`config.mk`:
```
export PLATFORM = sky130hd
export DESIGN_NAME = pattern_history_table
export DESIGN_NICKNAME = d
export VERILOG_FILES = /design/src/bpu_cfg_pkg.sv /design/src/bpu_types_pkg.sv /design/src/pattern_history_table.sv
export SDC_FILE = /design/constraint.sdc
export NUM_CORES = 1
export LEC_CHECK = 0
export ABC_AREA = 1
export BUFFER_PORTS_ARGS = -buffer_cell sky130_fd_sc_hd__clkbuf_2
export CORE_MARGIN = 4
export CORE_UTILIZATION = 56
export DETAILED_ROUTE_END_ITERATION = 12
export GPL_TIMING_DRIVEN = 0
export MAX_ROUTING_LAYER = met4
export PLACE_DENSITY = 0.85
export SLEW_MARGIN = 0
export SYNTH_ARGS = -nofsm -noshare
export SYNTH_HDL_FRONTEND = slang
export SYNTH_SLANG_ARGS = --single-unit
export TNS_END_PERCENT = 5
```
`constraint.sdc`:
```
create_clock -name clk -period 1.05 [get_ports clk]
set_input_delay 0.105 -clock clk [delete_from_list [all_inputs] [get_ports clk]]
set_output_delay 0.105 -clock clk [all_outputs]
set_load 0.01 [all_outputs]
```
`src/bpu_cfg_pkg.sv`:
```
package bpu_cfg_pkg;

  // ================================================
  // Fetch addressing
  // ================================================

  // First fetch address out of reset
  localparam logic [31:0] RESET_PC = 32'h1c00_0000;

  // Byte offset bits of a two-instruction block
  localparam int BLOCK_OFS = 3;

  // ================================================
  // Table sizes
  // ================================================

  // BTB row index and stored tag
  localparam int BTB_ADDR_WIDTH = 6;
  localparam int BTB_TAG_WIDTH  = 8;
  localparam int BTB_ROWS       = 1 << BTB_ADDR_WIDTH;

  // Counter index per PHT bank
  localparam int PHT_ADDR_WIDTH = 6;
  localparam int PHT_ROWS       = 1 << PHT_ADDR_WIDTH;

  // Return stack entries and pointer width
  localparam int RAS_DEPTH     = 8;
  localparam int RAS_PTR_WIDTH = $clog2(RAS_DEPTH);

endpackage : bpu_cfg_pkg

```
`src/bpu_types_pkg.sv`:
```
package bpu_types_pkg;

  // ================================================
  // Branch classes stored in the BTB
  // ================================================

  // Plain jumps live as BR_COND with a strong counter
  typedef enum logic [1:0] {
    BR_NONE   = 2'b00,
    BR_COND   = 2'b01,
    BR_CALL   = 2'b10,
    BR_RETURN = 2'b11
  } br_type_e;

  // ================================================
  // 2-bit saturating counter
  // ================================================

  // Upper bit set means predict taken
  typedef enum logic [1:0] {
    STRONG_NT = 2'b00,
    WEAK_NT   = 2'b01,
    WEAK_T    = 2'b10,
    STRONG_T  = 2'b11
  } ctr_e;

  // Counter value after reset
  localparam ctr_e CTR_INIT = WEAK_NT;

endpackage : bpu_types_pkg

```
`src/pattern_history_table.sv`:
```
module pattern_history_table
  import bpu_cfg_pkg::*;
  import bpu_types_pkg::*;
(
  input  logic                      clk,
  input  logic                      rst_n,
  input  logic [PHT_ADDR_WIDTH-1:0] rd_index_i,
  input  logic [PHT_ADDR_WIDTH-1:0] wr_index_i,
  input  logic                      we_i,
  input  logic                      taken_i,
  input  ctr_e                      ctr_i,
  output ctr_e                      ctr_o
);

  // ================================================
  // Counter update
  // ================================================

  ctr_e ctr_mem [PHT_ROWS];
  ctr_e ctr_next;

  // One step toward the outcome, held at both ends
  always_comb begin
    ctr_next = ctr_i;
    unique case (ctr_i)
      STRONG_NT: ctr_next = taken_i ? WEAK_NT  : STRONG_NT;
      WEAK_NT:   ctr_next = taken_i ? WEAK_T   : STRONG_NT;
      WEAK_T:    ctr_next = taken_i ? STRONG_T : WEAK_NT;
      STRONG_T:  ctr_next = taken_i ? STRONG_T : WEAK_T;
      default:   ctr_next = CTR_INIT;
    endcase
  end

  // ================================================
  // Counter bank
  // ================================================

  // All counters start weakly not taken
  always_ff @(posedge clk or negedge rst_n) begin
    if (!rst_n) begin
      for (int i = 0; i < PHT_ROWS; i++) begin
        ctr_mem[i] <= CTR_INIT;
      end
    end else if (we_i) begin
      ctr_mem[wr_index_i] <= ctr_next;
    end
  end

  // Read sees the old value on a same-edge write
  always_ff @(posedge clk or negedge rst_n) begin
    if (!rst_n) begin
      ctr_o <= CTR_INIT;
    end else begin
      ctr_o <= ctr_mem[rd_index_i];
    end
  end

endmodule : pattern_history_table

```
# ---- Yosys cells after proc, flatten, opt, wreduce, memory -nomap -nowiden
# Cells that the tools add are included.
dict set report totals {
  register_bits 130
  elab_cells 86
  out_inout_bits 2
  in_bits 18
}
dict set report op_classes {
  bitwise_logic 2
  eq_ne 3
  reduce_logical 2
  n_lt_le_gt_ge 3
  muxes 11
}
# cell count
set op_table {}
lappend op_table {{128-bit bitwise mux} 1}
lappend op_table {{7-bit >= comparator (second input constant)} 2}
lappend op_table {{6-bit NOT with 7-bit output} 2}
lappend op_table {{2-bit binary-select mux with 6-bit select} 1}
lappend op_table {{2-bit demux with 6-bit select} 1}
lappend op_table {{2-bit 2-to-1 mux} 5}
lappend op_table {{2-bit case mux with 4 select lines} 1}
lappend op_table {{7-bit by 1-bit < comparator with 1-bit output (second input constant)} 1}
lappend op_table {{2-bit equality test (second input constant)} 2}
lappend op_table {{2-bit by 1-bit equality test with 1-bit output (second input constant)} 1}
lappend op_table {{2-bit logical NOT} 1}
lappend op_table {{1-bit 2-to-1 mux} 2}
lappend op_table {{1-bit logical AND} 1}

# ---- Longest topological paths before layout
dict set report logic_depth {
  ltp_word 6
  mapped_depth 10
  ltp_nobuf 9
}

# ---- Worst setup path before layout
# OpenSTA, ideal clock, no wires.
dict set report synth_timing {
  path_type {input port to flip-flop}
  from {input port rd_index_i[1]}
  to {register ctr_o[1]}
  t_arrival_ns 1.066
  setup_time_ns 0.117
  path_buffers 2
  cell_stages 10
  slack_ns -0.133
  path_cell_list {clkbuf_1 inv_1 clkbuf_1 nand3_1 nand3_1 nand2_1 nand2_1 nand3_1 nand3_1 nand2_1}
}
dict set report synth_via {
  elab_chain_cells 4
}
# item line
set synth_lines {}
lappend synth_lines {{start, declared} pattern_history_table.sv:7} ;# input logic [PHT_ADDR_WIDTH-1:0] rd_index_i,
lappend synth_lines {{6-bit NOT with 7-bit output (not written as such)} pattern_history_table.sv:54} ;# ctr_o <= ctr_mem[rd_index_i];
lappend synth_lines {{2-bit binary-select mux with 6-bit select} pattern_history_table.sv:54}
lappend synth_lines {{2-bit 2-to-1 mux (not written as such) (2 in a row)} pattern_history_table.sv:54}
lappend synth_lines {{end signal, assigned} pattern_history_table.sv:54}
lappend synth_lines {{end, declared} pattern_history_table.sv:12} ;# output ctr_e ctr_o
# Every way passes these cells. The select of a mux whose other input is x is not followed.
# A chain may end at the register's enable or synchronous reset.

# ---- Final worst setup path
dict set report layout_timing {
  from {input port rd_index_i[2]}
  to {register ctr_o[0]}
}
# Same word-level chain as after synthesis.

==> run_results.csv <==
group,metric,value,unit
clocking,clkLatencyLatePin,0.43,ns
sta,fin_crit,1.286,ns
setup_path,path_max_fanout,10,
setup_path,ff2ff_path_depth,8,
power,p_int,11.04,mW
grt,grt.total_usage,32.31,%
setup_path,cpPeakStageDelay,0.39,ns
routing,dr.pass1.iters,5,
routing,vias_per_cell,6.058,
clocking,cts_buffer_depth,2,
routing,vias,6167,
synthesis,synthTopCellsByArea,"dfstp_2 (27%), dfrtp_1 (26%), nand2_1 (15%)",
setup_path,r2r_slack,-0.23,ns
setup_path,crit_top_cell,"nand3_1",
clocking,htreeDepth,4,
routing,drtAntennaViolNets,0,
placed_design,io_buffer_count,16,
grt,antenna_found_initial,0,
synthesis,synth_area,6379,um^2
sta,worst_clock_skew,0.01070,ns
die,die_area,13160,um^2
placed_design,gp_congestion,0.9403,
setup_path,crit_required,1.42,ns
power,vdd_drop_max,2.415,mV
synthesis,ys_seq_area_share,52.28,%
sta,finalSetupViolCount,48,
synthesis,synth_top_area_share,26.78,%
setup_path,r2r_end,"ctr_o[0]$_DFF_PN1_",
setup_path,path_class,"in2reg",
die,die_y,114.7,um
power,p_seq_share,43.3,%
grt,first_global_vias,6082,
sta,fmax,777.8,MHz
synthesis,ys_types,20,
setup_path,crit_slowest_cell,"buf_2",
layout,drive_above_1_share,24.83,%
sta,hold_viol_final,0,
outcome,violations,"setup timing",
setup_path,cp-startpoint,"rd_index_i[2]",
die,die_w,114.7,um
setup_path,reg2reg_from,"ctr_mem[18]$_DFFE_PN1P_",
sta,rsz0062_at_grt,"true",
sta,fin_crit_sh,122.4,%
grt,gr-total-overflow,0,
layout,n_antenna_cell,0,
sta,max-slew-margin-rel,50.95,%
routing,route.detailed.wl_per_inst,19.11,um
clocking,numCtsBuffers,17,
clocking,cts_tree,"yes",
sta,tightestPinTransition,0.7357,ns
setup_path,worst_setup_path_end_kind,"flip-flop",
setup_path,crit_cells,9,
synthesis,synth_warnings,0,
clocking,root_buffer,"clkbuf_16",
routing,totalWireLength,19.45,mm
outcome,status,"complete, but fails checks",
power,power_frac_clock,42.0,%
setup_path,endpoint,"ctr_o[0]$_DFF_PN1_",
die,ios,20,
sta,drv_slew,0,
grt,grt_pass1_wl,31.08,mm
die,start_util,58.08,%
die,row_count,38,
synthesis,synth_cells,820,
setup_path,crit_chain,"clkbuf_2 > inv_1 > buf_2 > nand3_1 > nand2_2 > nand2_1 > nand3_1 > nand3_1 > nand2_1",
clocking,clkTransAtPathRegs,0.06,ns
power,p_leak,3.233,nW
worst_hold_path,hold_path_class,"in2reg",
synthesis,synth_nets,838,
sta,setup_tns,-3.341,ns
setup_path,startpoint_type,"primary input",
power,p_switching,4.338,mW
placed_design,hpwl,12.38,mm
power,power_density,2026,nW/um^2
die,coreArea,10980,um^2
synthesis,avgSynthCellArea,7.779,um^2
setup_path,crit_arrival,1.65,ns
clocking,cts_num_sinks,130,
routing,drc,0,
sta,setup_slack,-0.2357,ns
grt,grt_start_max_net_pins,80,
setup_path,crit_family,"buffers and inverters",
power,combPwrFrac,14.8,%
power,switching_share,28.20,%
setup_path,crit_buf_inv,3,
layout,num-nets-final,883,
synthesis,ys_ff_latch,130,
layout,area_growth,19.05,%
synthesis,synth_largest_area_cell,"dfstp_2",
routing,drt_iter0_drc,813,
power,totalPowerFinal,15.38,mW
run,max-cap-violations,0,
-- layout by cell type (no fill, tap or decap), drive strengths merged --
cell type and count:
a21oi 64, buf 19, bufinv 4, clkbuf 60
clkinv 5, clkinvlp 2, dfrtp 65, dfstp 65
dlygate4sd3 2, inv 37, nand2 262, nand3 109
nor2 100, nor3 16, nor4 2, o21ai 66
-- power by group through the flow --
| stage | Sequential [mW] | Combinational [mW] | Clock [mW] |
|---|---|---|---|
| 3_3_place_gp | 6.66 | 1.98 | 0 |
| 6_report | 6.65 | 2.27 | 6.45 |
| 4_1_cts | 6.63 | 2.15 | 6.43 |
| 3_5_place_dp | 6.68 | 2.09 | 0 |
| 2_1_floorplan | 6.54 | 1.46 | 0 |
| 5_1_grt | 6.75 | 2.55 | 6.67 |
-- flip-flops by register name, indices dropped and copies added, names as in the netlist --
signal   cells
ctr_mem    128
ctr_o        2
-- worst min-delay path by stage --
stage | startpoint | to | cells after the start
after floorplan | rst_n | ctr_mem[101]$_DFFE_PN0P_ | 0
after global placement | rd_index_i[5] | ctr_o[0]$_DFF_PN1_ | 3
after detailed placement | rst_n | ctr_mem[81]$_DFFE_PN0P_ | 1
after CTS | rd_index_i[5] | ctr_o[0]$_DFF_PN1_ | 3
after global routing | ctr_i[0] | ctr_mem[78]$_DFFE_PN1P_ | 4
final | ctr_i[0] | ctr_mem[78]$_DFFE_PN1P_ | 4
-- Yosys cell counts (all sizes together) --
library cell and number:
nor4 2, dfstp 65, buf 5, inv 33, dfrtp 65, o21ai 66, clkinv 2, nand3 109
nor2 100, nor3 16, clkbuf 31, a21oi 64, nand2 262
-- metrics by stage --
stage	hold slack (ns)	std cells	cell area (um^2)	utilization [%]	setup slack, ns
floorplan	-0.1906	820	6400	-	-0.02976
global placement	0.3902	976	6655	60.59	-2.019
CTS	-0.04340	1013	7437	67.71	-0.1987
global route	0.07361	1018	7594	69.14	-0.2784
detailed placement	0.08183	977	6691	60.93	-0.6613
finish	0.03792	1018	7594	69.14	-0.2357
-- per-layer routing --
layer	GRT usage, %	vias to the layer above	share of wire [%]
met1	40.42	2890	38
met2	48.58	400	46
met3	9.144	91	11
met4	15.57	0	4.6
met5	-	-	0
li1	-	2786	-
-- layout make-up --
cell class                      count  area [um^2]
Fill cell                         798         3390
Sequential cell                   130         3334
Multi-Input combinational cell    619         2942
Clock buffer                       19        442.9
Clock inverter                     13        198.9
Timing Repair Buffer               26        198.9
Tap cell                          140        175.2
Buffer                             36        165.2
Inverter                           35        136.4
-- kinds of logic (layout without fill, tap and decap cells) --
family	Yosys count	in the layout	synth area share, %
buffers and inverters	71	129	4.198
and+or+nand+nor	489	489	33.33
AOI/OAI and AO/OA	130	130	10.20
DFF	130	130	52.28
-- tightest hold or removal path: stages --
cell	delay, ns
clkbuf_2	0.09
a21oi_1	0.11
nand2_1	0.07
o21ai_0	0.07
-- timing repair --
action                                 in CTS  in global routing
hold buffers                                1                  1
resized for setup                          22                 53
pin swaps                                   2                 13
gates cloned                                0                  0
setup buffers                               3                  4
setup endpoints to repair                 105                135
endpoints found under the hold margin      53                  2
(Power assumes the default switching activity.)
