File: config.mk
export PLATFORM = sky130hd
export DESIGN_NAME = return_address_stack
export DESIGN_NICKNAME = d
export VERILOG_FILES = /design/src/bpu_cfg_pkg.sv /design/src/return_address_stack.sv
export SDC_FILE = /design/constraint.sdc
export NUM_CORES = 1
export LEC_CHECK = 0
export BUFFER_PORTS_ARGS = -buffer_cell sky130_fd_sc_hd__buf_2
export CAP_MARGIN = 15
export CELL_PAD_IN_SITES_DETAIL_PLACEMENT = 1
export CELL_PAD_IN_SITES_GLOBAL_PLACEMENT = 1
export CORE_MARGIN = 5
export CORE_UTILIZATION = 51
export DETAILED_ROUTE_END_ITERATION = 10
export HOLD_SLACK_MARGIN = 0.08
export PLACE_DENSITY = 0.86
export SETUP_SLACK_MARGIN = 0.5
export SYNTH_ARGS = -nofsm -noshare
export SYNTH_HDL_FRONTEND = slang
export SYNTH_SLANG_ARGS = --single-unit
File: constraint.sdc
create_clock -name clk -period 3.3 [get_ports clk]
set_clock_uncertainty 0.15 [all_clocks]
set_input_delay 0.33 -clock clk [delete_from_list [all_inputs] [get_ports clk]]
set_output_delay 0.33 -clock clk [all_outputs]
set_load 0.01 [all_outputs]
File: src/bpu_cfg_pkg.sv
package bpu_cfg_pkg;

  // ================================================
  // Fetch addressing
  // ================================================

  // First fetch address out of reset
  localparam logic [31:0] RESET_PC = 32'h1c00_0000;

  // Byte offset bits of a two-instruction block
  localparam int BLOCK_OFS = 3;

  // ================================================
  // Table sizes
  // ================================================

  // BTB row index and stored tag
  localparam int BTB_ADDR_WIDTH = 6;
  localparam int BTB_TAG_WIDTH  = 8;
  localparam int BTB_ROWS       = 1 << BTB_ADDR_WIDTH;

  // Counter index per PHT bank
  localparam int PHT_ADDR_WIDTH = 6;
  localparam int PHT_ROWS       = 1 << PHT_ADDR_WIDTH;

  // Return stack entries and pointer width
  localparam int RAS_DEPTH     = 8;
  localparam int RAS_PTR_WIDTH = $clog2(RAS_DEPTH);

endpackage : bpu_cfg_pkg

File: src/return_address_stack.sv
module return_address_stack
  import bpu_cfg_pkg::*;
(
  input  logic                     clk,
  input  logic                     rst_n,
  input  logic                     push_i,
  input  logic                     pop_i,
  input  logic [29:0]              push_addr_i,
  input  logic                     restore_i,
  input  logic [RAS_PTR_WIDTH-1:0] restore_ptr_i,
  output logic [29:0]              top_o,
  output logic [RAS_PTR_WIDTH-1:0] ptr_o
);

  // ================================================
  // Pointer arithmetic
  // ================================================

  logic [29:0]              stk_q [RAS_DEPTH];
  logic [RAS_PTR_WIDTH-1:0] ptr_q;
  logic [RAS_PTR_WIDTH-1:0] ptr_inc;
  logic [RAS_PTR_WIDTH-1:0] ptr_dec;

  // Pointer names the next free entry
  // Explicit wrap so depth need not be a power of two
  always_comb begin
    if (ptr_q == RAS_PTR_WIDTH'(RAS_DEPTH - 1)) begin
      ptr_inc = '0;
    end else begin
      ptr_inc = ptr_q + 1'b1;
    end
    if (ptr_q == '0) begin
      ptr_dec = RAS_PTR_WIDTH'(RAS_DEPTH - 1);
    end else begin
      ptr_dec = ptr_q - 1'b1;
    end
  end

  // ================================================
  // Stack state
  // ================================================

  // Restore wins, entries themselves are left alone
  always_ff @(posedge clk or negedge rst_n) begin
    if (!rst_n) begin
      ptr_q <= '0;
    end else if (restore_i) begin
      ptr_q <= restore_ptr_i;
    end else if (push_i) begin
      ptr_q <= ptr_inc;
    end else if (pop_i) begin
      ptr_q <= ptr_dec;
    end
  end

  // Overflow overwrites the oldest entry
  always_ff @(posedge clk or negedge rst_n) begin
    if (!rst_n) begin
      for (int i = 0; i < RAS_DEPTH; i++) begin
        stk_q[i] <= '0;
      end
    end else if (push_i && !restore_i) begin
      stk_q[ptr_q] <= push_addr_i;
    end
  end

  // Top of stack straight from the array
  assign top_o = stk_q[ptr_dec];
  assign ptr_o = ptr_q;

  // One predicted slot cannot be both call and return
  a_push_pop_excl : assert property (
    @(posedge clk) disable iff (!rst_n)
    !(push_i && pop_i)
  ) else $error("ras push and pop in the same cycle");

endmodule : return_address_stack

**After elaboration in Yosys (flattened, before gate mapping)**

Index checks and enable logic that the tools add are counted.
Widths: inputs -> output; s select.

- Div/mod/pow operators: 0
- Mux-type cells: 11
- Shift-type cells: 0
- Bitwise gates (word level): 2
- Multipliers: 0
- $lt $le $gt $ge: 3
- $add $sub $neg: 2
- Equal/unequal tests: 1
- Reductions and logical operators: 5

Operators by type and width:

| kind | count |
|---|---|
| $bwmux 240 | 1 |
| $bmux 30 s3 | 1 |
| $demux 30 s3 | 1 |
| $mux 30 | 3 |
| $mux 3 | 5 |
| $ge 4x4->1 const B | 2 |
| $not 3->4 | 2 |
| $lt 4x1->1 const B | 1 |
| $add 3x1->3 const B | 1 |
| $eq 3x3->1 const B | 1 |
| $logic_not 3->1 | 1 |
| $reduce_bool 3->1 | 1 |
| $sub 3x1->3 const B | 1 |
| $logic_and 1x1->1 | 2 |
| $logic_not 1->1 | 1 |

- Bits in writable memories: 0
- ROM bits: 0
- Bits in latches: 0
- Input port bits: 38
- Flip-flop bits (word level): 243
- Memories kept: 0

**Logic depth before layout (Yosys ltp)**

Gate-level depths: netlist of run 1.

- Word-level depth: 6
- Mapped depth: 10
- Mapped depth without buffers: 6

**Least setup slack after synthesis of run 1**

Ideal clock, no wire load.

- Kind: reg-to-output
- Start: register ptr_q[0] (netlist: ptr_o[0])
- End: output top_o[0]
- Buffers on the path: 4
- Data required time: 2820 ps
- Stages on the path, launching flop included: 11
- Arrival time: 2491 ps
- Slack: 329 ps
- Cell sequence: dfrtp_1 buf_2 clkbuf_1 inv_1 ha_1 ha_1 clkbuf_1 clkbuf_1 and3b_1 a211oi_1 nor4_1

- Longest elaborated chain between the ends: 6

Ends and longest elaborated chain:

| what | line | text |
|---|---|---|
| start, declared | return_address_stack.sv:20 | `logic [RAS_PTR_WIDTH-1:0] ptr_q;` |
| start signal, assigned | return_address_stack.sv:48 | `ptr_q <= restore_ptr_i;` |
| start signal, assigned | return_address_stack.sv:50 | `ptr_q <= ptr_inc;` |
| start signal, assigned | return_address_stack.sv:52 | `ptr_q <= ptr_dec;` |
| $sub 3x1->3 / $logic_not 3->1 (equally long branches) | return_address_stack.sv:35, return_address_stack.sv:32 |  |
| $mux 3 (*) | return_address_stack.sv:32 | `if (ptr_q == '0) begin` |
| $not 3->4 (not written as such) (*) | return_address_stack.sv:68 | `assign top_o = stk_q[ptr_dec];` |
| $bmux 30 s3 (*) | return_address_stack.sv:68 |  |
| $mux 30 (not written as such) (*) (2 in series) | return_address_stack.sv:68 |  |
| end, declared | return_address_stack.sv:11 | `output logic [29:0] top_o,` |

Mark *: on every way between the ends. The rest lies on a longest branch, timed or not. The select of a mux whose other input is x is not followed.

**Worst setup path in the final report of run 1**

- Start: register ptr_q[1] (netlist: ptr_o[1])
- End: output top_o[10]

Same word-level chain as after synthesis.

==> results of run 1 <==
[cells in the final DEF (no fill, tap or decap), drive strengths merged]
cell type and instances:
dfrtp 243, mux2 241, buf 162, and3b 120, a211oi 120, dlygate4sd3 38
clkbuf 38, nor4 30, clkinv 6, bufinv 5, nand2 4, or2 4
ha 4, nand3 3, nor3 3, inv 3, nand2b 3, nor2 2
nor3b 2, o31ai 2, nand3b 1, or3 1, and3 1, nor2b 1
o21a 1, a22o 1, a221oi 1, o21ai 1, and2 1, bufbuf 1
dlymetal6s4s 1
[through the flow]
stage               utilization [%]  power (uW)
floorplan                         -        7020
global placement               55.6        7920
detailed placement             55.6        8220
CTS                            68.0       12700
global route                   70.9       14400
finish                         70.9       14200
[kinds of logic after synthesis]
| kind of cell | synth area share [%] |
|---|---|
| compound gates | 8.22 |
| fa+ha+maj | 0.435 |
| buf+inv | 3.03 |
| flops | 52.8 |
| mux | 23.6 |
| simple gates | 11.9 |
[power by group through the flow]
stage          Sequential (uW)  Clock (uW)  Combinational (uW)
3_5_place_dp              4930           0                3290
2_1_floorplan             4680           0                2340
6_report                  5490        3510                5210
4_1_cts                   5040        3340                4300
5_1_grt                   5490        3610                5340
3_3_place_gp              4800           0                3120
[critical path: stages, from the launching register on]
cell and delay (ns):
sky130_fd_sc_hd__dfrtp_1 0.42, sky130_fd_sc_hd__inv_2 0.10, sky130_fd_sc_hd__ha_4 0.19, sky130_fd_sc_hd__ha_4 0.18, sky130_fd_sc_hd__nand2b_4 0.18, sky130_fd_sc_hd__buf_12 0.17
sky130_fd_sc_hd__buf_12 0.14, sky130_fd_sc_hd__buf_16 0.16, sky130_fd_sc_hd__a211oi_1 0.49, sky130_fd_sc_hd__nor4_4 0.10, sky130_fd_sc_hd__buf_2 0.16
[sequential cells by signal, summed over array words and instances (netlist names)]
signal / count
stk_q: 240
ptr_o: 3
[cell type report]
type                            instances  area, sq um  share of cell area (%)
Clock buffer                           37          793                    4.99
Multi-Input combinational cell        547         6200                    38.9
Sequential cell                       243         6080                    38.2
Inverter                                3         13.8                  0.0865
Tap cell                              285          357                    2.24
Timing Repair Buffer                  203         2290                    14.4
Clock inverter                         11          180                    1.13
[layer usage]
layer  GRT usage (%)  share of wire [%]  wire, microns
met4            19.4                6.8           3770
met2            60.5                 46          25300
met3            8.05                9.2           5110
met1            50.6                 38          21200
met5               0                  0              0
[path summary, 6_finish.rpt]
path	cells past startpoint	end
min in group asynchronous	2	stk_q[86]
max in group asynchronous	3	stk_q[183]
hold reg to reg	1	stk_q[226]
hold / removal	4	ptr_o[2]
setup reg to reg	8	stk_q[164]
setup / recovery	10	top_o[10]
[timing repair]
item	CTS	global route
pin swaps	34	37
endpoints found under the hold margin	340	0
cloned	22	2
hold buffers	39	0
gates resized for setup	133	74
setup buffers	20	25
endpoints found under the setup margin	30	88
==> run summary, run 1 <==
The flow ran to the end, but the final reports show violations. The checks that failed: negative setup slack. The worst-case IR drop observed on VDD is 0.614 mV. The area enclosed by the die boundary is 25700 sq um. The net count reported at finish came out at 1066. The quantity of I/O buffers inserted on ports is 70. The clock edge transition at the registers on the reported setup and hold paths came out at 0.07 ns. The worst endpoint required time is 2.82 ns.

In this run the mean area of a mapped cell was 13.3 sq um. The total global routing overflow came out at 0. The finished layout cell area came out at 15900 sq um. The path class of the tightest hold or removal check is primary input to flop. The final period demand of the worst path is 3.34 ns. The sequential fraction of design power came out at 38.7%. The number of inserted filler cells in the final layout came out at 1919. The final total negative setup slack is -0.0762 ns.

Entering global routing, the biggest net connects 101 pins. In the synthesized netlist the dominant register cell turns out to be sky130_fd_sc_hd__dfrtp_1. Cell internal power was estimated by the tool at 8800 uW. The most common cell in the synthesized netlist is sky130_fd_sc_hd__dfrtp_1. The final period utilization is 101%.

The net switching share of the total power is 38.1%. The number of warnings issued by yosys came out at 0. The setup slack of the worst register-to-register path came out at 0.25 ns. The worst slew margin relative to its limit is 44.5%. The effective utilization at floorplan came out at 51.3%. After detailed routing, the number of remaining DRC violations is 0. Setup repair after global routing could not meet its margin everywhere. The maximum fanout along the worst path came out at 8. The worst-margin pin slew is 0.832 ns.

The number of global-route vias before repair is 10400. The placement-stage worst setup slack came out at 0.308 ns. In the routed layout, each cell is associated on average with a via count of 7.49.

The startpoint identified for the worst register-to-register timing path is ptr_o[0]. The max-cap violation count came out at 0. The combinational group share of total power is 36.7%. The layout overhead on the synthesized area came out at 38.2%. In this run the remaining antenna-violating nets after routing total 0. The clock latency at the later pin of the worst-skew pair came out at 0.56 ns. The x dimension of the die came out at 160 microns. The final worst-path setup slack is -0.0407 ns. In the final layout, the share of cells above drive strength 1 is 57.5%. The cell chosen for the clock root is sky130_fd_sc_hd__clkbuf_16.

The number of nets in the synthesized netlist is 908. The static leakage came out at 0.00695 uW. The post-placement cell area is 12500 sq um.

The area fraction of the dominant cell type after synthesis is 52.8%. The site row count came out at 55. The worst hold slack came out at 0.220 ns. The final antenna diode count came out at 0. The critical path is of the flop to output pin type. The worst setup path is launched from a flop. The detailed-route via count is 9958.

The switching power of the nets is 5410 uW. The number of design-rule violations left by the first detailed-router iteration is 1194. TritonCTS built the clock tree.

The proportion of power drawn by the clock network came out at 24.7%. The portion of the post-synthesis area used by sequential elements came out at 52.8%. Counting instances in the post-synthesis netlist gives the leading cell types as sky130_fd_sc_hd__dfrtp_1 (243), sky130_fd_sc_hd__mux2_2 (237), sky130_fd_sc_hd__a211oi_1 (120), sky130_fd_sc_hd__and3b_1 (120), sky130_fd_sc_hd__clkbuf_1 (49).

The worst hold path begins at push_i. Including well taps, the total number of placed cells is 1173. The number of buffers added by the clock tree synthesis step came out at 26. The data arrival time of the critical path is 2.86 ns. The number of H-tree levels came out at 1. The core region is 22400 sq um.

The fraction of registers with async set/reset came out at 100%. The max-slew violation count came to 0. The first global-routing pass estimated 73.9 mm of wire. The areal power density over the cells came out at 893 nW/um^2. The clock sink count came out at 243. In the global route stage, overall resource usage came out at 38.4%. The count of flip-flops with a built-in enable after synthesis came out at 0. Counting along the longest clock path gives a buffer depth of 3. The total iterations of the first detailed-routing run is 5. The HPWL after detailed placement came out at 18.1 mm. The worst setup path is captured at an output pin. The initial antenna violation count came out at 0. The cell type with the highest aggregate area in the netlist is sky130_fd_sc_hd__dfrtp_1. The final weighted congestion of routability-driven global placement came out at 0.731. The filler-free cell count of the finished design came out at 1329. The instance count of the mapped netlist is 866.

The total wire length after detailed routing is 55.4 mm. For this run, the top clock speed supported by timing is 0.299 GHz. The final count of hold timing violations is 0. The synthesized flop and latch total is 243. The total I/O pin count is 71. In the final routed layout, each cell accounts on average for 41.7 microns. The total setup violations reported at the end of the flow came out at 3.

Tracing the worst setup path back leads to its startpoint at ptr_o[1]. The number of distinct library cells after synthesis came out at 29. Summing every instance area after synthesis gives 11500 sq um. By area the synthesized netlist is led by sky130_fd_sc_hd__dfrtp_1 (53%), sky130_fd_sc_hd__mux2_2 (23%), sky130_fd_sc_hd__and3b_1 (9.1%), sky130_fd_sc_hd__a211oi_1 (7.8%), sky130_fd_sc_hd__nor4_1 (1.6%). The floorplan step set the die height to 160 microns.
Power figures use the tool's default switching activity.
==> inputs of run 2 (changes only) <==
--- a/config.mk
+++ b/config.mk
@@ -5,12 +5,13 @@
 export SDC_FILE = /design/constraint.sdc
 export NUM_CORES = 1
 export LEC_CHECK = 0
+export ABC_AREA = 1
 export BUFFER_PORTS_ARGS = -buffer_cell sky130_fd_sc_hd__buf_2
 export CAP_MARGIN = 15
 export CELL_PAD_IN_SITES_DETAIL_PLACEMENT = 1
 export CELL_PAD_IN_SITES_GLOBAL_PLACEMENT = 1
 export CORE_MARGIN = 5
-export CORE_UTILIZATION = 51
+export CORE_UTILIZATION = 45
 export DETAILED_ROUTE_END_ITERATION = 10
 export HOLD_SLACK_MARGIN = 0.08
 export PLACE_DENSITY = 0.86
==> run summary, run 2 <==
The number of buffers added by the clock tree synthesis step is 27 (was 26). The final period demand of the worst path came out at 3.01 ns (was 3.34 ns). The type of element launching the critical path is a flop (unchanged). The number of distinct library cells after synthesis is 18 (was 29). The areal power density over the cells came to 930 nW/um^2 (was 893 nW/um^2).

The number of warnings issued by yosys is 0 (unchanged). The final count of hold timing violations is 0 (unchanged). The area fraction of the dominant cell type after synthesis came to 50.9% (was 52.8%). The clock edge transition at the registers on the reported setup and hold paths is 0.07 ns (about the same). The total I/O pin count came out at 71 (unchanged). The average routed wire per standard cell is 25.2 microns (was 41.7 microns). The dominant combinational cell family by area after synthesis was simple AND/OR/NAND/NOR gates (was multiplexers). The detailed-route via count is 12600 (was 9958). The DRC violation count after routing was 0 (unchanged). The total iterations of the first detailed-routing run was 7 (was 5).

The worst-margin pin slew is 0.809 ns (was 0.832 ns). The maximum buffer depth of the clock tree came out at 3 (unchanged). The cell type with the highest aggregate area in the netlist was sky130_fd_sc_hd__dfrtp_1 (unchanged).

The adder-cell area share of the yosys netlist came out at 0.419% (was 0.435%). The clock latency at the later pin of the worst-skew pair is 0.54 ns (was 0.56 ns). The max-cap violation count is 0 (unchanged). The final antenna diode count is 0 (unchanged). The area enclosed by the die boundary is 29900 sq um (was 25700 sq um). The data arrival time of the critical path came out at 2.53 ns (was 2.86 ns). The worst endpoint required time came to 2.82 ns (about the same). The kind of critical path was flop to output pin (unchanged). The share of the synthesized area in compound gates (AO/OA/AOI/OAI) came out at 10.4% (was 8.22%). The count of flip-flops with a built-in enable after synthesis is 0 (unchanged).

The x dimension of the die came out at 173 microns (was 160 microns). The final worst-path setup slack is 0.286 ns (was -0.0407 ns). The static leakage came out at 0.00782 uW (was 0.00695 uW).

The finished layout cell area is 15000 sq um (was 15900 sq um). The total wire length after detailed routing is 52.2 mm (was 55.4 mm). Setup repair after global routing missed its margin: true (unchanged).

The overall routing resource usage is 30.5% (was 38.4%). The maximum number of pins on one net before global-route repair is 89 (was 101). The simple-gate share of the synthesized area came out at 27.7% (was 11.9%).

The synthesized-area fraction occupied by xor and xnor cells came to 0% (unchanged). Ranking of synthesized cells by instance count: sky130_fd_sc_hd__nand2_1 (580), sky130_fd_sc_hd__dfrtp_1 (243), sky130_fd_sc_hd__o21ai_0 (222) (was sky130_fd_sc_hd__dfrtp_1 (243), sky130_fd_sc_hd__mux2_2 (237), sky130_fd_sc_hd__a211oi_1 (120), sky130_fd_sc_hd__and3b_1 (120), sky130_fd_sc_hd__clkbuf_1 (49)). The register area is 6090 sq um (was 6080 sq um). The achievable clock frequency came out at 0.332 GHz (was 0.299 GHz). The placement-stage worst setup slack is 0.523 ns (was 0.308 ns). Area contributors post-synth: sky130_fd_sc_hd__dfrtp_1 (51%), sky130_fd_sc_hd__nand2_1 (18%), sky130_fd_sc_hd__o21ai_0 (9.3%), sky130_fd_sc_hd__nand3_1 (9.0%), sky130_fd_sc_hd__inv_1 (6.8%) (was sky130_fd_sc_hd__dfrtp_1 (53%), sky130_fd_sc_hd__mux2_2 (23%), sky130_fd_sc_hd__and3b_1 (9.1%), sky130_fd_sc_hd__a211oi_1 (7.8%), sky130_fd_sc_hd__nor4_1 (1.6%)). The quantity of I/O buffers inserted on ports came to 70 (unchanged).

The wire length of the first global-routing pass came to 73.8 mm (was 73.9 mm). The number of design-rule violations left by the first detailed-router iteration is 1408 (was 1194). The final period utilization is 91.3% (was 101%). The maximum ir drop on the vdd rail came out at 0.335 mV (was 0.614 mV).

The final total negative setup slack was 0 ns (was -0.0762 ns). The share of synthesized area spent on multiplexers came out at 0% (was 23.6%). The effective utilization at floorplan came out at 45.7% (was 51.3%).

The register name with the most flops is stk_q (unchanged). The area of combinational cells with multiple inputs is 4900 sq um (was 6200 sq um). Highest-count cells in the layout ignoring fill and taps: sky130_fd_sc_hd__nand2_1 (535), sky130_fd_sc_hd__dfrtp_1 (240), sky130_fd_sc_hd__o21ai_0 (222) (was sky130_fd_sc_hd__dfrtp_1 (242), sky130_fd_sc_hd__mux2_2 (237), sky130_fd_sc_hd__and3b_1 (117)). The commonest non-fill, non-tap cell in the layout is sky130_fd_sc_hd__nand2_1 (was sky130_fd_sc_hd__dfrtp_1). The kind of end point of the critical path is an output pin (unchanged). The HPWL after detailed placement came to 21.7 mm (was 18.1 mm). The number of H-tree levels is 1 (unchanged).

The average instance area after synthesis came to 7.35 sq um (was 13.3 sq um). The net count reported at finish is 1764 (was 1066). The portion of the post-synthesis area used by sequential elements is 50.9% (was 52.8%). The post-synthesis instance area is 11900 sq um (was 11500 sq um). The total setup violations reported at the end of the flow is 0 (was 3). The maximum fanout along the worst path is 8 (unchanged).

Outcome: complete, no violations (was finished with violations). The number of nets in the synthesized netlist is 1667 (was 908). The clock sink count is 243 (unchanged). The total global routing overflow is 0 (unchanged).

The most frequently used cell type in the post-synthesis netlist was sky130_fd_sc_hd__nand2_1 (was sky130_fd_sc_hd__dfrtp_1). The cell chosen for the clock root is sky130_fd_sc_hd__clkbuf_16 (unchanged). The worst slew margin relative to its limit came out at 45.9% (was 44.5%).

The CTS tree is built (unchanged). The post-placement cell area is 12700 sq um (was 12500 sq um). The number of global-route vias before repair is 13200 (was 10400). The synthesized flop and latch total came out at 243 (unchanged).

The die span in y is 173 microns (was 160 microns). The layout overhead on the synthesized area came out at 26.0% (was 38.2%). The site row count was 59 (was 55). The final weighted congestion of routability-driven global placement is 0.770 (was 0.731).

The most instantiated flip-flop cell in the synthesis netlist is sky130_fd_sc_hd__dfrtp_1 (unchanged). The share of cells above drive strength 1 came out at 14.8% (was 57.5%). The number of inserted filler cells in the final layout is 3155 (was 1919). The number of flip-flops in the largest register is 240 (unchanged).

The count of antenna-violating nets left after detailed routing came out at 0 (unchanged). The initial antenna violation count is 0 (unchanged). The instance count of the mapped netlist came to 1625 (was 866). The routed via count divided by cell count was 6.05 (was 7.49). The class of the most critical hold timing path is primary input to asynchronous set/reset pin (was primary input to flop). The fraction of registers with async set/reset was 100% (unchanged). The max-slew violation count came out at 0 (unchanged). The core outline area is 26100 sq um (was 22400 sq um).
run 2: cell types whose count changed after synthesis, sizes merged, moves of 120 or more:
cell,delta
o21ai,+244
a211oi,-120
nand2,+576
inv,+214
nand3,+213
mux2,-241
and3b,-120
run 2: cells by family after synthesis:
group	after synthesis
buffers and inverters	325
adders and majority gates	4
AOI/OAI and AO/OA	248
and+or+nand+nor	805
DFF	243
run 2: layer usage:
| layer | wire, microns | track usage [%] | vias up |
|---|---|---|---|
| li1 | - | - | 5271 |
| met1 | 20000 | 37.5 | 6209 |
| met2 | 24400 | 51.2 | 820 |
| met3 | 4570 | 6.72 | 264 |
| met4 | 3320 | 14.6 | 0 |
| met5 | 0 | 0 | - |
run 2: per-stage QoR:
step	hold WS, ns	total power (uW)	std cells	utilization, %
CTS	0.295	12900	2066	56.2
finish	0.232	14000	2075	57.6
global route	0.300	14700	2075	57.6
detailed placement	0.252	9170	1955	48.6
global placement	0.253	8870	1955	48.6
floorplan	-0.116	7700	1625	-
run 2: final timing paths:
check                                start         end  slack [ns]  depth (start not counted)
worst max-delay path              ptr_o[0]   top_o[12]        0.29                         12
worst min-delay path                 rst_n  stk_q[185]        0.23                          2
worst max register to register    ptr_o[0]    ptr_o[0]        0.59                         12
worst min register to register  stk_q[205]  stk_q[205]        0.33                          2
max in group asynchronous            rst_n  stk_q[207]        1.86                          3
min in group clk                stk_q[205]  stk_q[205]        0.33                          2
run 2: report_power, final:
group | internal, uW | leakage, uW | total, uW | switching [uW]
logic | 1980 | 0.00433 | 5510 | 3530
clock network | 1920 | 0.000459 | 3280 | 1360
registers | 4330 | 0.00303 | 5200 | 868
run 2: final cells by class:
cell class	instances	area share (%)
clock buffer	34	5.00
inverter	218	5.57
tap	335	2.79
timing repair buffer	173	12.5
sequential	243	40.5
clock inverter	13	1.11
multi-input combinational	1059	32.6
run 2: critical path, cell delays in order (launching register included):
cell and delay [ns]:
sky130_fd_sc_hd__dfrtp_4 0.51, sky130_fd_sc_hd__inv_4 0.07, sky130_fd_sc_hd__ha_4 0.13, sky130_fd_sc_hd__ha_4 0.17
sky130_fd_sc_hd__clkinv_8 0.09, sky130_fd_sc_hd__buf_12 0.17, sky130_fd_sc_hd__clkbuf_16 0.18, sky130_fd_sc_hd__nand3_1 0.11
sky130_fd_sc_hd__nand3_1 0.11, sky130_fd_sc_hd__nand2_1 0.12, sky130_fd_sc_hd__nand2_1 0.09, sky130_fd_sc_hd__nand2_2 0.12
sky130_fd_sc_hd__buf_6 0.12
run 2: what timing repair did:
action / CTS / global route
resized for setup: 59 / 51
endpoints found under the setup margin: 30 / 30
pin swaps: 25 / 32
buffers inserted: 13 / 2
cloned: 13 / 7
hold buffers: 38 / 0
endpoints found under the hold margin: 283 / 0
